$ cat src/ifetch_config.svh
`ifndef IFETCH_CONFIG_SVH
`define IFETCH_CONFIG_SVH

// Datapath widths
`define IF_XLEN       32        // Address and instruction word width
`define IF_REG_BITS   5         // Register number width from EX/ME

// Register number that names the PC
`define IF_PC_REG     15

// Saved branch queue
`define IF_QDEPTH     3         // Predictions that may be in flight
`define IF_PTR_BITS   2         // Wide enough for IF_QDEPTH entries

// Exception vectors, highest priority first
`define IF_VEC_DABORT 32'h0000_0010
`define IF_VEC_FIQ    32'h0000_001C
`define IF_VEC_IRQ    32'h0000_0018
`define IF_VEC_IABORT 32'h0000_000C

// First fetch after reset
`define IF_RESET_ADDR 32'h0000_0000

`endif

$ cat src/ifetch_pkg.sv
`include "ifetch_config.svh"

package ifetch_pkg;

  // Address or instruction word
  typedef logic [`IF_XLEN-1:0] addr_t;

  // Exception code reported with the vector
  typedef enum logic [1:0] {
    EXC_DABORT = 2'd0,  // Data abort, highest priority
    EXC_FIQ    = 2'd1,
    EXC_IRQ    = 2'd2,
    EXC_IABORT = 2'd3   // Instruction abort, lowest
  } exc_code_t;

  // ARM condition field, bits 31:28 of an instruction
  typedef enum logic [3:0] {
    COND_EQ = 4'h0,  // Z set
    COND_NE = 4'h1,  // Z clear
    COND_CS = 4'h2,  // C set
    COND_CC = 4'h3,  // C clear
    COND_MI = 4'h4,  // N set
    COND_PL = 4'h5,  // N clear
    COND_VS = 4'h6,  // V set
    COND_VC = 4'h7,  // V clear
    COND_HI = 4'h8,  // Unsigned higher
    COND_LS = 4'h9,  // Unsigned lower or same
    COND_GE = 4'hA,  // Signed greater or equal
    COND_LT = 4'hB,  // Signed less than
    COND_GT = 4'hC,  // Signed greater than
    COND_LE = 4'hD,  // Signed less or equal
    COND_AL = 4'hE,  // Always
    COND_NV = 4'hF   // Never
  } cond_t;

  // CPSR flags, ordered N Z C V from bit 3 down
  typedef logic [3:0] flags_t;

endpackage

$ cat src/fetch_addr_gen.sv
`include "ifetch_config.svh"

module fetch_addr_gen (
  input  logic                      ngclk,
  input  logic                      nreset,
  input  logic                      nwait,        // Clock enable
  input  logic                      if_enbar,     // Fetch enable, active low
  input  logic                      load_pc,      // Load to PC in ME
  input  ifetch_pkg::addr_t         me_result,
  input  ifetch_pkg::addr_t         base_me,
  input  logic [`IF_REG_BITS-1:0]   rd_me,
  input  ifetch_pkg::addr_t         ex_result,
  input  logic                      iabort,
  input  logic                      dabort,
  input  logic                      fiq_n,
  input  logic                      irq_n,
  input  logic                      mispredicted,
  input  logic                      pc_touched,
  input  logic                      pending,      // Prediction under evaluation
  input  logic                      pt,
  input  logic                      put,
  input  ifetch_pkg::addr_t         pred_target,
  input  ifetch_pkg::addr_t         saved_addr,
  output ifetch_pkg::addr_t         inst_addr,
  output logic                      exception,
  output ifetch_pkg::exc_code_t     exc_code
);

  import ifetch_pkg::*;

  addr_t exc_vector;    // Vector of highest pending exception
  addr_t pc_me;         // PC value coming back from ME
  addr_t next_addr;     // D input of the fetch address register
  logic  fetch_en;      // Stage advances this edge
  logic  async_req;     // Interrupt or instruction abort waiting

  assign fetch_en  = nwait & ~if_enbar;
  assign async_req = iabort | ~fiq_n | ~irq_n;

  // Data abort always wins; the others wait until no redirect or
  // prediction check is in progress
  assign exception = dabort |
                     (async_req & fetch_en & ~mispredicted & ~pc_touched & ~pending);

  // Vector and code by priority
  always_comb
  begin
    if (dabort)
    begin
      exc_vector = `IF_VEC_DABORT;
      exc_code   = EXC_DABORT;
    end
    else if (!fiq_n)
    begin
      exc_vector = `IF_VEC_FIQ;
      exc_code   = EXC_FIQ;
    end
    else if (!irq_n)
    begin
      exc_vector = `IF_VEC_IRQ;
      exc_code   = EXC_IRQ;
    end
    else
    begin
      exc_vector = `IF_VEC_IABORT;   // Only iabort left
      exc_code   = EXC_IABORT;
    end
  end

  // Loaded PC is the result when PC was the destination, else the
  // written-back base
  assign pc_me = (rd_me == `IF_REG_BITS'(`IF_PC_REG)) ? me_result : base_me;

  // Redirect priority
  always_comb
  begin
    if (exception)
      next_addr = exc_vector;
    else if (load_pc)
      next_addr = pc_me;           // ME stage load to PC
    else if (mispredicted)
      next_addr = saved_addr;      // Alternative path from queue
    else if (pc_touched)
      next_addr = ex_result;       // EX stage write to PC
    else if (pt | put)
      next_addr = pred_target;
    else
      next_addr = inst_addr + `IF_XLEN'd4;  // Sequential
  end

  // Fetch address register
  always_ff @(posedge ngclk or negedge nreset)
  begin
    if (!nreset)
      inst_addr <= `IF_RESET_ADDR;
    else if (fetch_en)
      inst_addr <= next_addr;
  end

endmodule

$ cat src/branch_predecode.sv
`include "ifetch_config.svh"

module branch_predecode (
  input  logic [2*`IF_XLEN-1:0]  inst_bus,     // Two words from inst_addr
  input  ifetch_pkg::addr_t      inst_addr,
  input  logic                   clr_pred,     // Drop any new prediction
  output logic                   pt,           // Predict taken
  output logic                   put,          // Predict untaken
  output ifetch_pkg::addr_t      pred_target,  // Where fetch goes next
  output ifetch_pkg::addr_t      alt_addr,     // Path if prediction is wrong
  output ifetch_pkg::cond_t      save_cond,
  output ifetch_pkg::addr_t      inst_if       // Word sent to decode
);

  import ifetch_pkg::*;

  addr_t word0;          // Instruction at inst_addr
  addr_t word1;          // Instruction at inst_addr + 4
  addr_t boff;           // Offset, sign extended and word aligned
  addr_t branch_addr;    // PC + 8 + offset
  addr_t seq_addr;       // Fall-through fetch
  logic  is_uncond;      // B always
  logic  is_back;        // B with negative offset
  logic  is_fwd_cond;    // Conditional B with positive offset

  assign word0 = inst_bus[`IF_XLEN-1:0];
  assign word1 = inst_bus[2*`IF_XLEN-1:`IF_XLEN];

  // Opcode fields of B (not BL), bit 23 is the offset sign
  assign is_uncond   = (word0[31:24] == 8'hEA);
  assign is_back     = (word0[27:23] == 5'h15);
  assign is_fwd_cond = (word0[27:23] == 5'h14) & (word0[31:28] != 4'hE);

  // Backward or always branches are taken, forward conditionals are not
  // The two cases never overlap
  assign pt  = (is_uncond | is_back) & ~clr_pred;
  assign put = is_fwd_cond & ~clr_pred;

  // 24-bit offset in words
  assign boff = {{(`IF_XLEN-26){word0[23]}}, word0[23:0], 2'b00};

  // ARM PC reads as instruction address plus 8
  assign branch_addr = inst_addr + `IF_XLEN'd8 + boff;
  assign seq_addr    = inst_addr + `IF_XLEN'd4;

  // Taken goes to the target and saves fall-through,
  // untaken the other way round
  always_comb
  begin
    if (pt)
    begin
      pred_target = branch_addr;
      alt_addr    = seq_addr;
    end
    else
    begin
      pred_target = seq_addr;
      alt_addr    = branch_addr;     // Only stored when put
    end
  end

  assign save_cond = cond_t'(word0[31:28]);

  // Untaken branch itself is swallowed, decode gets the next word
  assign inst_if = put ? word1 : word0;

endmodule

$ cat src/branch_queue.sv
`include "ifetch_config.svh"

module branch_queue (
  input  logic               ngclk,
  input  logic               nreset,
  input  logic               nwait,
  input  logic               if_enbar,
  input  logic               pt,
  input  logic               put,
  input  ifetch_pkg::addr_t  alt_addr,
  input  ifetch_pkg::cond_t  save_cond,
  input  logic               eval,        // Oldest record checked this cycle
  input  logic               clr_pred,
  output ifetch_pkg::addr_t  saved_addr,
  output ifetch_pkg::cond_t  saved_cond,
  output logic               saved_taken
);

  import ifetch_pkg::*;

  addr_t                   q_addr  [`IF_QDEPTH];   // Alternative path
  cond_t                   q_cond  [`IF_QDEPTH];   // Branch condition
  logic                    q_taken [`IF_QDEPTH];   // Predicted direction
  logic [`IF_PTR_BITS-1:0] open_ptr;               // Next free record
  logic [`IF_PTR_BITS-1:0] eval_ptr;               // Record under test
  logic                    wr_en;

  // Rotate modulo depth, stray codes go back to 0
  function automatic logic [`IF_PTR_BITS-1:0] bump(input logic [`IF_PTR_BITS-1:0] p);
    if (p >= `IF_PTR_BITS'(`IF_QDEPTH - 1))
      return '0;
    else
      return p + `IF_PTR_BITS'(1);
  endfunction

  assign wr_en = nwait & ~if_enbar & (pt | put);

  // Pointers
  always_ff @(posedge ngclk or negedge nreset)
  begin
    if (!nreset)
    begin
      open_ptr <= '0;
      eval_ptr <= '0;
    end
    else if (nwait)
    begin
      if (clr_pred)
      begin
        open_ptr <= '0;          // Every prediction in flight dropped
        eval_ptr <= '0;
      end
      else
      begin
        if (wr_en)
          open_ptr <= bump(open_ptr);
        if (eval)
          eval_ptr <= bump(eval_ptr);
      end
    end
  end

  // Records
  always_ff @(posedge ngclk)
  begin
    if (wr_en && open_ptr < `IF_PTR_BITS'(`IF_QDEPTH))
    begin
      q_taken[open_ptr] <= pt;
      q_cond[open_ptr]  <= save_cond;
      q_addr[open_ptr]  <= alt_addr;
    end
  end

  // Read port at the evaluate pointer
  always_comb
  begin
    if (eval_ptr < `IF_PTR_BITS'(`IF_QDEPTH))
    begin
      saved_addr  = q_addr[eval_ptr];
      saved_cond  = q_cond[eval_ptr];
      saved_taken = q_taken[eval_ptr];
    end
    else
    begin
      saved_addr  = q_addr[0];
      saved_cond  = q_cond[0];
      saved_taken = q_taken[0];
    end
  end

endmodule

$ cat src/branch_resolve.sv
`include "ifetch_config.svh"

module branch_resolve (
  input  logic                     ngclk,
  input  logic                     nreset,
  input  logic                     nwait,
  input  logic                     if_enbar,
  input  logic                     pt,
  input  logic                     put,
  input  logic                     hold_next_ex,   // EX stalled
  input  ifetch_pkg::flags_t       flags,
  input  ifetch_pkg::cond_t        saved_cond,
  input  logic                     saved_taken,
  input  logic [`IF_REG_BITS-1:0]  rd_ex,
  input  logic                     write_rd_ex,
  input  logic                     load_pc_ex,     // Load to PC coming from ME
  input  logic                     load_pc,
  input  logic                     dabort,
  output logic                     eval,           // Predicted branch in EX
  output logic                     pending,
  output logic                     mispredicted,
  output logic                     pc_touched,
  output logic                     clr_pred
);

  import ifetch_pkg::*;

  logic wait_id;     // Predicted branch now in ID
  logic cond_true;   // Saved condition passes on flags
  logic n_f;
  logic z_f;
  logic c_f;
  logic v_f;

  assign n_f = flags[3];
  assign z_f = flags[2];
  assign c_f = flags[1];
  assign v_f = flags[0];

  // Timer, two enabled edges from prediction to eval
  always_ff @(posedge ngclk or negedge nreset)
  begin
    if (!nreset)
    begin
      wait_id <= 1'b0;
      eval    <= 1'b0;
    end
    else if (nwait)
    begin
      if (!if_enbar)
        wait_id <= (pt | put | (wait_id & hold_next_ex)) & ~clr_pred;
      else if (!hold_next_ex)
        wait_id <= 1'b0;         // Pipe moved on without fetch
      eval <= wait_id & ~(clr_pred | hold_next_ex);
    end
  end

  assign pending = wait_id | eval;

  // Condition check
  always_comb
  begin
    case (saved_cond)
      COND_EQ: cond_true = z_f;
      COND_NE: cond_true = ~z_f;
      COND_CS: cond_true = c_f;
      COND_CC: cond_true = ~c_f;
      COND_MI: cond_true = n_f;
      COND_PL: cond_true = ~n_f;
      COND_VS: cond_true = v_f;
      COND_VC: cond_true = ~v_f;
      COND_HI: cond_true = c_f & ~z_f;
      COND_LS: cond_true = ~c_f | z_f;
      COND_GE: cond_true = (n_f == v_f);
      COND_LT: cond_true = (n_f != v_f);
      COND_GT: cond_true = ~z_f & (n_f == v_f);
      COND_LE: cond_true = z_f | (n_f != v_f);
      COND_AL: cond_true = 1'b1;
      default: cond_true = 1'b0;   // NV
    endcase
  end

  // Wrong guess when direction and outcome disagree
  assign mispredicted = eval & (saved_taken != cond_true);

  // Data processing write to PC in EX, loads are caught in ME
  assign pc_touched = (rd_ex == `IF_REG_BITS'(`IF_PC_REG)) & write_rd_ex & ~load_pc_ex;

  assign clr_pred = pc_touched | mispredicted | dabort | load_pc_ex | load_pc;

endmodule

$ cat src/ifetch_top.sv
`include "ifetch_config.svh"

module ifetch_top (
  input  logic                     ngclk,
  input  logic                     nreset,
  input  logic                     nwait,
  input  logic                     if_enbar,
  input  logic [2*`IF_XLEN-1:0]    inst_bus,
  input  ifetch_pkg::flags_t       flags,
  input  logic                     load_pc,
  input  logic                     load_pc_ex,
  input  ifetch_pkg::addr_t        me_result,
  input  ifetch_pkg::addr_t        base_me,
  input  ifetch_pkg::addr_t        ex_result,
  input  logic [`IF_REG_BITS-1:0]  rd_me,
  input  logic [`IF_REG_BITS-1:0]  rd_ex,
  input  logic                     write_rd_ex,
  input  logic                     hold_next_ex,
  input  logic                     iabort,
  input  logic                     dabort,
  input  logic                     fiq_n,
  input  logic                     irq_n,
  output ifetch_pkg::addr_t        inst_addr,
  output ifetch_pkg::addr_t        inst_if,
  output ifetch_pkg::exc_code_t    exc_code,
  output logic                     exception,
  output logic                     mispredicted,
  output logic                     pc_touched,
  output logic                     eval,
  output logic                     pt,
  output logic                     put
);

  import ifetch_pkg::*;

  addr_t pred_target;
  addr_t alt_addr;
  addr_t saved_addr;
  cond_t save_cond;
  cond_t saved_cond;
  logic  saved_taken;
  logic  clr_pred;
  logic  pending;

  fetch_addr_gen u_fetch_addr_gen (
    .ngclk        (ngclk),
    .nreset       (nreset),
    .nwait        (nwait),
    .if_enbar     (if_enbar),
    .load_pc      (load_pc),
    .me_result    (me_result),
    .base_me      (base_me),
    .rd_me        (rd_me),
    .ex_result    (ex_result),
    .iabort       (iabort),
    .dabort       (dabort),
    .fiq_n        (fiq_n),
    .irq_n        (irq_n),
    .mispredicted (mispredicted),
    .pc_touched   (pc_touched),
    .pending      (pending),
    .pt           (pt),
    .put          (put),
    .pred_target  (pred_target),
    .saved_addr   (saved_addr),
    .inst_addr    (inst_addr),
    .exception    (exception),
    .exc_code     (exc_code)
  );

  branch_predecode u_branch_predecode (
    .inst_bus    (inst_bus),
    .inst_addr   (inst_addr),
    .clr_pred    (clr_pred),
    .pt          (pt),
    .put         (put),
    .pred_target (pred_target),
    .alt_addr    (alt_addr),
    .save_cond   (save_cond),
    .inst_if     (inst_if)
  );

  branch_queue u_branch_queue (
    .ngclk       (ngclk),
    .nreset      (nreset),
    .nwait       (nwait),
    .if_enbar    (if_enbar),
    .pt          (pt),
    .put         (put),
    .alt_addr    (alt_addr),
    .save_cond   (save_cond),
    .eval        (eval),
    .clr_pred    (clr_pred),
    .saved_addr  (saved_addr),
    .saved_cond  (saved_cond),
    .saved_taken (saved_taken)
  );

  branch_resolve u_branch_resolve (
    .ngclk        (ngclk),
    .nreset       (nreset),
    .nwait        (nwait),
    .if_enbar     (if_enbar),
    .pt           (pt),
    .put          (put),
    .hold_next_ex (hold_next_ex),
    .flags        (flags),
    .saved_cond   (saved_cond),
    .saved_taken  (saved_taken),
    .rd_ex        (rd_ex),
    .write_rd_ex  (write_rd_ex),
    .load_pc_ex   (load_pc_ex),
    .load_pc      (load_pc),
    .dabort       (dabort),
    .eval         (eval),
    .pending      (pending),
    .mispredicted (mispredicted),
    .pc_touched   (pc_touched),
    .clr_pred     (clr_pred)
  );

endmodule

$ cat config.mk
export PLATFORM = sky130hd
export DESIGN_NAME = ifetch_top
export DESIGN_NICKNAME = d
export VERILOG_FILES = /design/src/ifetch_pkg.sv /design/src/fetch_addr_gen.sv /design/src/branch_predecode.sv /design/src/branch_queue.sv /design/src/branch_resolve.sv /design/src/ifetch_top.sv
export VERILOG_INCLUDE_DIRS = /design/src /design/src/src
export SDC_FILE = /design/constraint.sdc
export NUM_CORES = 1
export LEC_CHECK = 0
export ABC_AREA = 1
export ABC_CLOCK_PERIOD_IN_PS = 5940
export BUFFER_PORTS_ARGS = -buffer_cell sky130_fd_sc_hd__buf_2
export CORE_MARGIN = 10
export CORE_UTILIZATION = 30
export CTS_BUF_LIST = sky130_fd_sc_hd__clkbuf_2
export DETAILED_ROUTE_END_ITERATION = 8
export GPL_ROUTABILITY_DRIVEN = 0
export GPL_TIMING_DRIVEN = 0
export PLACE_DENSITY_LB_ADDON = 0.15
export RECOVER_POWER = 25
export SYNTH_ARGS = -nofsm -noshare
export SYNTH_HDL_FRONTEND = slang
export SYNTH_SLANG_ARGS = --single-unit
export TNS_END_PERCENT = 30
$ cat constraint.sdc
create_clock -name ngclk -period 5.94 [get_ports ngclk]
set_clock_uncertainty 0.1 [all_clocks]
set_input_delay 1.188 -clock ngclk [delete_from_list [all_inputs] [get_ports ngclk]]
set_output_delay 1.188 -clock ngclk [all_outputs]
set_load 0.01 [all_outputs]
==> impl_metrics.py, run 1 <==
metrics = {
    "drt": {
        "first_pass_iters": 5,
        "dr.first_iter.drc_count": 839,
        "final_antenna_net_count": 0,
        "detail_route.wirelength_um": 42800,
        "detailroute.via_count": 10886,
        "detail_route.vias_per_cell": 4.85,
        "drt_drc_violations_left": 0,
        "routed_wire_length_per_instance_um": 19.1,
    },
    "setup_path": {
        "required_ns": 4.65,
        "timing.reg2reg.worst_path_depth": 20,
        "critical_path.startpoint": "u_branch_queue.eval_ptr[0]",
        "timing.critical_path.arrival_ns": 4.04,
        "critical_path.endpoint_type": "output port",
        "worst-path-max-fanout": 10,
        "crit-reg2reg-launch": "u_branch_queue.eval_ptr[0]",
        "rr_endpoint": "u_branch_queue.q_addr[2][30]",
        "critPathCapture": "inst_if[28]",
        "worst-r2r-setup-slack_ns": 1.75,
        "worst_setup_path_start_kind": "flip-flop",
        "worst-setup-path-type": "flip-flop to output port",
    },
    "cells_and_area": {
        "area_of_the_multi_input_gates_mm2": 0.00588,
        "final.fill_count": 3972,
        "layout_commonest_cell": "nand2_1",
        "syn2layout_area_growth_pct": 19.5,
        "regArea_mm2": 0.00428,
        "final_core_utilization_pct": 36.1,
        "mostFrequentLayoutCells": "nand2_1 (467), buf_2 (223), inv_1 (142)",
        "drive_above_1_share_pct": 18.3,
        "finalInstanceArea_mm2": 0.0132,
        "layoutNonFillerInstCount": 2243,
        "finalNetCount": 2007,
    },
    "synthesis": {
        "main_combinational_cell_family_by_area_after_synthesis": "simple AND/OR/NAND/NOR gates",
        "synth_area_per_cell_um2": 7.44,
        "synth_cell_type_count": 45,
        "post_synth_fa_ha_maj_area_fraction_pct": 6.78,
        "synth_edf_count": 111,
        "syn_inst": 1480,
        "yosys-mux-area-fraction_pct": 0,
        "synth_flop_cell": "edfxtp_1",
        "postSynth.asyncResetShare_pct": 25.5,
        "synth_xor_xnor_area_share_pct": 3.98,
        "yosys_warnings": 0,
        "yosysSeqAreaShare_pct": 38.9,
        "yosys.area_share.simple_pct": 28.5,
        "synth_fp_nets": 1725,
        "postSynthRegisterBits": 149,
        "synth.cell_area_mm2": 0.0110,
        "synth-compound-area-share_pct": 14.1,
    },
    "place": {
        "placed_cells_incl_taps": 2210,
        "placed_area_mm2": 0.0130,
        "port-buffer-count": 256,
        "placement.setup.worst_slack_ns": 0.848,
        "post-dp-hpwl_um": 34900,
    },
    "floorplan": {
        "core-area_mm2": 0.0364,
        "initial_utilization_pct": 30.2,
        "die_height_um": 212,
        "die_area_mm2": 0.0448,
        "top_level_ports": 258,
        "rows": 70,
        "dieWidth_um": 212,
    },
    "grt": {
        "groute.usage.overall_pct": 18.7,
        "grt_first_pass_wirelength_um": 63800,
        "use_met2_pct": 29.8,
        "top_usage_layer": "met2",
        "antenna_found_initial": 1,
        "grt-ovfl-total": 0,
        "grt_max_degree": 39,
        "grt_use_met1_pct": 25.6,
        "via_count_of_the_first_global_routing_pass": 10910,
        "met3_routing_resource_usage_after_global_routing_pct": 3.92,
    },
    "pwr": {
        "power_leakage_nw": 6.17,
        "power_mw": 2.73,
        "vdd.ir_drop.worst_uv": 112,
        "cellPowerDensity_mw_per_mm2": 207,
    },
    "outcome": {
        "failed_checks": "max-capacitance violations, max-slew violations",
        "outcome": "finished with violations",
    },
    "clocking": {
        "clock_insertion_delay_worst_skew_ns": 0.77,
        "numClockSinks": 149,
        "clk_pin_slew_ns": 0.22,
        "numCtsBuffers": 17,
        "clock-root-buffer": "clkbuf_2",
        "cts_hold_buffers": 0,
        "post_cts.resized_instances": 0,
        "max-clock-path-buffers": 2,
        "htree_num_levels": 4,
        "buffers_inserted_by_post_cts_timing_repair": 0,
        "tritoncts_clock_tree": "built",
    },
    "job": {
        "max_cap_viol_count": 1,
    },
    "worst_hold_path": {
        "min_path_cells": 2,
        "worst_hold_startpoint": "u_branch_queue.open_ptr[1]",
        "min_path_type": "flip-flop to flip-flop",
    },
    "sta": {
        "slew_viol_final": 39,
        "slew-limit-headroom_pct": -69.8,
        "fmax_mhz": 188,
        "timing.final.ws_setup_ns": 0.617,
        "rsz_0062_raised_after_global_routing": "false",
        "timing_hold_violations_final": 0,
        "timing_worst_slew_pin_value_ns": 2.55,
        "final_min_period_over_clock_period_pct": 89.6,
        "minimum_period_implied_by_the_final_worst_setup_slack_ns": 5.32,
        "timing.setup.tns_ns": 0,
        "timing.hold.ws_ns": 0.444,
        "number_of_failing_setup_endpoints_in_the_final_timing_report": 0,
    },
}
[sequential cells by signal (all words and copies together) (netlist names)]
register                    flops
u_branch_queue.q_cond          12
u_branch_queue.q_addr          96
u_branch_queue.eval_ptr         2
u_branch_resolve.eval           1
u_fetch_addr_gen.inst_addr     32
u_branch_resolve.wait_id        1
u_branch_queue.open_ptr         2
u_branch_queue.q_taken          3
[report_power, final]
part           switching (mW)  internal (mW)
sequential             0.0713           1.20
combinational           0.566          0.293
clock                   0.400          0.194
[cell usage after synthesis, types with 2 or more instances]
| library cell | instances | area (um^2) |
|---|---|---|
| nand2_1 | 467 | 1750 |
| inv_1 | 143 | 537 |
| nor2_1 | 118 | 443 |
| edfxtp_1 | 111 | 3330 |
| a21oi_1 | 101 | 505 |
| o21ai_0 | 89 | 445 |
| nand3_1 | 82 | 410 |
| ha_1 | 58 | 726 |
| clkbuf_1 | 41 | 154 |
| dfrtp_1 | 38 | 951 |
| xor2_1 | 37 | 324 |
| o22ai_1 | 31 | 194 |
| a21oi_2 | 21 | 184 |
| nand4_1 | 18 | 113 |
| nor3_1 | 15 | 75.1 |
| xnor2_1 | 13 | 114 |
| nor4_1 | 12 | 75.1 |
| buf_4 | 8 | 60.1 |
| inv_2 | 8 | 30.0 |
| o21bai_1 | 8 | 60.1 |
| nand2_2 | 7 | 43.8 |
| nand2_4 | 6 | 67.6 |
| a21o_1 | 5 | 37.5 |
| a31oi_1 | 4 | 25.0 |
| buf_2 | 4 | 20.0 |
| a22o_1 | 3 | 26.3 |
| buf_1 | 3 | 11.3 |
| buf_6 | 3 | 33.8 |
| nand3_4 | 3 | 52.6 |
| o21a_1 | 3 | 22.5 |
| or2_2 | 3 | 18.8 |
| and3_1 | 2 | 12.5 |
| nand4_2 | 2 | 25.0 |
| o211ai_1 | 2 | 15.0 |
[worst min-delay path by stage]
stage	end	slack (ns)
after floorplan	u_branch_queue.open_ptr[1]	0.36
after global placement	u_branch_queue.open_ptr[1]	0.38
after detailed placement	u_branch_queue.open_ptr[1]	0.39
after CTS	u_fetch_addr_gen.inst_addr[28]	0.43
after global routing	u_branch_resolve.eval	0.48
final	u_branch_queue.open_ptr[1]	0.44
[cell families (layout without fill, tap and decap cells)]
logic type      Yosys count  in the layout
simple gates            740            740
compound gates          272            272
buf+inv                 210            504
flops                   149            149
fa+ha+maj                59             59
xor+xnor                 50             50
other cells               0              1
[layer usage]
metal / vias up / part of all wire, %
li1: 5501 / -
met1: 5049 / 47
met2: 306 / 45
met4: 0 / 1.4
met5: - / 0
met3: 30 / 6.2
[cell type report]
class | count | area share [%]
Clock buffer | 17 | 0.647
Multi-Input combinational cell | 1121 | 44.7
Inverter | 151 | 4.31
Antenna cell | 1 | 0.0190
Clock inverter | 14 | 1.14
Buffer | 59 | 2.12
Tap cell | 468 | 4.45
Timing Repair Buffer | 263 | 10.0
Sequential cell | 149 | 32.6
[critical path: stages, from the launching register on]
cell	delay, ns
dfrtp_1	0.51
inv_1	0.25
nand2_4	0.10
nand2_4	0.17
nand2_1	0.08
nand2_2	0.14
nor2_1	0.08
nand2_1	0.07
nand3_1	0.08
nor2_2	0.14
nand3_1	0.11
nand2_2	0.12
nand3_4	0.19
nand3_4	0.19
inv_2	0.10
nand3_4	0.13
clkbuf_1	0.45
nand2_1	0.12
nand2_1	0.10
buf_2	0.13
Note: power is estimated with default switching activity, not from simulation.
==> run 2: changes to the inputs <==
--- a/config.mk
+++ b/config.mk
@@ -9,3 +9,3 @@
 export ABC_AREA = 1
-export ABC_CLOCK_PERIOD_IN_PS = 5940
+export ABC_CLOCK_PERIOD_IN_PS = 5700
 export BUFFER_PORTS_ARGS = -buffer_cell sky130_fd_sc_hd__buf_2
==> constraint.sdc (replaced) <==
create_clock -name ngclk -period 5.7 [get_ports ngclk]
set_clock_uncertainty 0.1 [all_clocks]
set_input_delay 1.14 -clock ngclk [delete_from_list [all_inputs] [get_ports ngclk]]
set_output_delay 1.14 -clock ngclk [all_outputs]
set_load 0.005 [all_outputs]
==> impl_metrics.py, run 2 (synthesis gave the netlist of run 1 again) <==
metrics = {
    "setup_path": {
        "critical-path-top-cell-by-count": "nand2_1",
        "critical_path.endpoint_type": "output port",
        "slowest_stage": "dfrtp_1",
        "cell_breakdown_of_the_critical_path": "inv_2, nand2_4, nand2_4, nand2_1, nand2_2, nor2_1, nand2_1, nand3_1, nor2_2, nand3_1, nand2_2, nand3_4, nand3_4, inv_2, nand3_4, clkbuf_1, nand2_1, nand2_1, buf_2",
        "worst-path-max-fanout": 10,
        "timing.critical_path.arrival_ns": 3.91,
        "worst_setup_path_start_kind": "flip-flop",
        "worst-setup-path-type": "flip-flop to output port",
        "critPathMaxStageDelay_ns": 0.52,
        "required_ns": 4.46,
    },
    "floorplan": {
        "top_level_ports": 258,
        "die_area_mm2": 0.0448,
        "initial_utilization_pct": 30.2,
        "dieWidth_um": 212,
        "core-area_mm2": 0.0364,
        "rows": 70,
        "die_height_um": 212,
    },
    "cells_and_area": {
        "regArea_mm2": 0.00428,
        "final.fill_count": 3971,
        "layoutNonFillerInstCount": 2243,
        "finalNetCount": 2007,
        "final_core_utilization_pct": 36.1,
        "largest_register_ffs": 96,
        "syn2layout_area_growth_pct": 19.6,
        "reg_top3": "u_branch_queue.q_addr x96, u_fetch_addr_gen.inst_addr x32, u_branch_queue.q_cond x12",
        "registers.top_by_ff_count": "u_branch_queue.q_addr",
        "finalInstanceArea_mm2": 0.0132,
        "area_of_the_multi_input_gates_mm2": 0.00588,
        "mostFrequentLayoutCells": "nand2_1 (467), buf_2 (226), inv_1 (141)",
        "layout_commonest_cell": "nand2_1",
        "drive_above_1_share_pct": 18.5,
    },
    "clocking": {
        "htree_num_levels": 4,
        "clk_pin_slew_ns": 0.22,
        "buffers_inserted_by_post_cts_timing_repair": 0,
        "post_cts.resized_instances": 0,
        "max-clock-path-buffers": 2,
        "numClockSinks": 149,
        "tritoncts_clock_tree": "built",
        "numCtsBuffers": 17,
        "clock_insertion_delay_worst_skew_ns": 0.78,
        "clock-root-buffer": "clkbuf_2",
        "cts_hold_buffers": 0,
    },
    "grt": {
        "grt_first_pass_wirelength_um": 63800,
        "grt_max_degree": 39,
        "grt-ovfl-total": 0,
        "antenna_found_initial": 1,
        "groute.usage.overall_pct": 18.7,
        "via_count_of_the_first_global_routing_pass": 10910,
    },
    "pwr": {
        "power_leakage_nw": 6.18,
        "cellPowerDensity_mw_per_mm2": 215,
        "vdd.ir_drop.worst_uv": 117,
        "power_mw": 2.83,
    },
    "sta": {
        "timing_worst_slew_pin_value_ns": 2.54,
        "timing.hold.ws_ns": 0.444,
        "slew_viol_final": 39,
        "minimum_period_implied_by_the_final_worst_setup_slack_ns": 5.15,
        "timing.final.ws_setup_ns": 0.545,
        "timing_hold_violations_final": 0,
        "fmax_mhz": 194,
        "rsz_0062_raised_after_global_routing": "false",
        "number_of_failing_setup_endpoints_in_the_final_timing_report": 0,
        "final_min_period_over_clock_period_pct": 90.4,
        "slew-limit-headroom_pct": -69.6,
        "timing.setup.tns_ns": 0,
    },
    "drt": {
        "final_antenna_net_count": 0,
        "drt_drc_violations_left": 0,
        "detail_route.wirelength_um": 42800,
        "dr.first_iter.drc_count": 841,
        "detail_route.vias_per_cell": 4.85,
        "routed_wire_length_per_instance_um": 19.1,
        "first_pass_iters": 5,
        "detailroute.via_count": 10881,
    },
    "place": {
        "post-dp-hpwl_um": 34900,
        "placed_area_mm2": 0.0130,
        "placement.setup.worst_slack_ns": 0.722,
        "placed_cells_incl_taps": 2210,
        "port-buffer-count": 256,
    },
    "job": {
        "max_cap_viol_count": 1,
    },
    "outcome": {
        "outcome": "finished with violations",
        "failed_checks": "max-capacitance violations, max-slew violations",
    },
    "worst_hold_path": {
        "min_path_type": "flip-flop to flip-flop",
    },
}
-- run 2: cell count changes in the layout (fill, tap and decap cells not counted), sizes merged --
| cell | delta |
|---|---|
| clkbuf | -4 |
| buf | +4 |
-- run 2: report_power, final --
part           switching, mW  internal, mW
Combinational          0.574         0.306
Clock                  0.417         0.202
Sequential            0.0747          1.26
Total                   1.07          1.76
-- run 2: final timing paths --
| check | start | endpoint | cells past startpoint | slack [ns] |
|---|---|---|---|---|
| min in group asynchronous | nreset | u_fetch_addr_gen.inst_addr[28] | 1 | 1.00 |
| worst min-delay path | u_branch_queue.open_ptr[1] | u_branch_queue.open_ptr[1] | 2 | 0.44 |
| worst min register to register | u_branch_queue.open_ptr[1] | u_branch_queue.open_ptr[1] | 2 | 0.44 |
| worst max-delay path | u_branch_queue.eval_ptr[1] | inst_if[28] | 19 | 0.55 |
| worst max register to register | u_branch_queue.eval_ptr[1] | u_branch_queue.q_addr[2][30] | 18 | 1.60 |
| max in group asynchronous | nreset | u_fetch_addr_gen.inst_addr[1] | 1 | 3.04 |
-- run 2: area by class of cell --
class	count	share of cell area, %
multi-input cells	1121	44.7
flip-flops and latches	149	32.6
repair buffers	263	10.1
well taps	468	4.45
inverters	151	4.31
plain buffers	59	2.12
clock inverters	14	1.14
clock buffers	17	0.647
diodes	1	0.0190
-- run 2: routing by layer --
| metal | up-vias | GRT usage (%) | share of wire, % |
|---|---|---|---|
| li1 | 5501 | - | - |
| met1 | 5035 | 25.6 | 47 |
| met2 | 313 | 29.8 | 45 |
| met3 | 32 | 3.92 | 6.2 |
| met4 | 0 | 4.09 | 1.5 |
| met5 | - | 0 | 0 |
-- run 2: worst max-delay path: cells and delay by family (launching register included) --
family | cells | cell delay, ns
buffers and inverters | 4 | 0.84
and+or+nand+nor | 15 | 1.79
DFF | 1 | 0.52
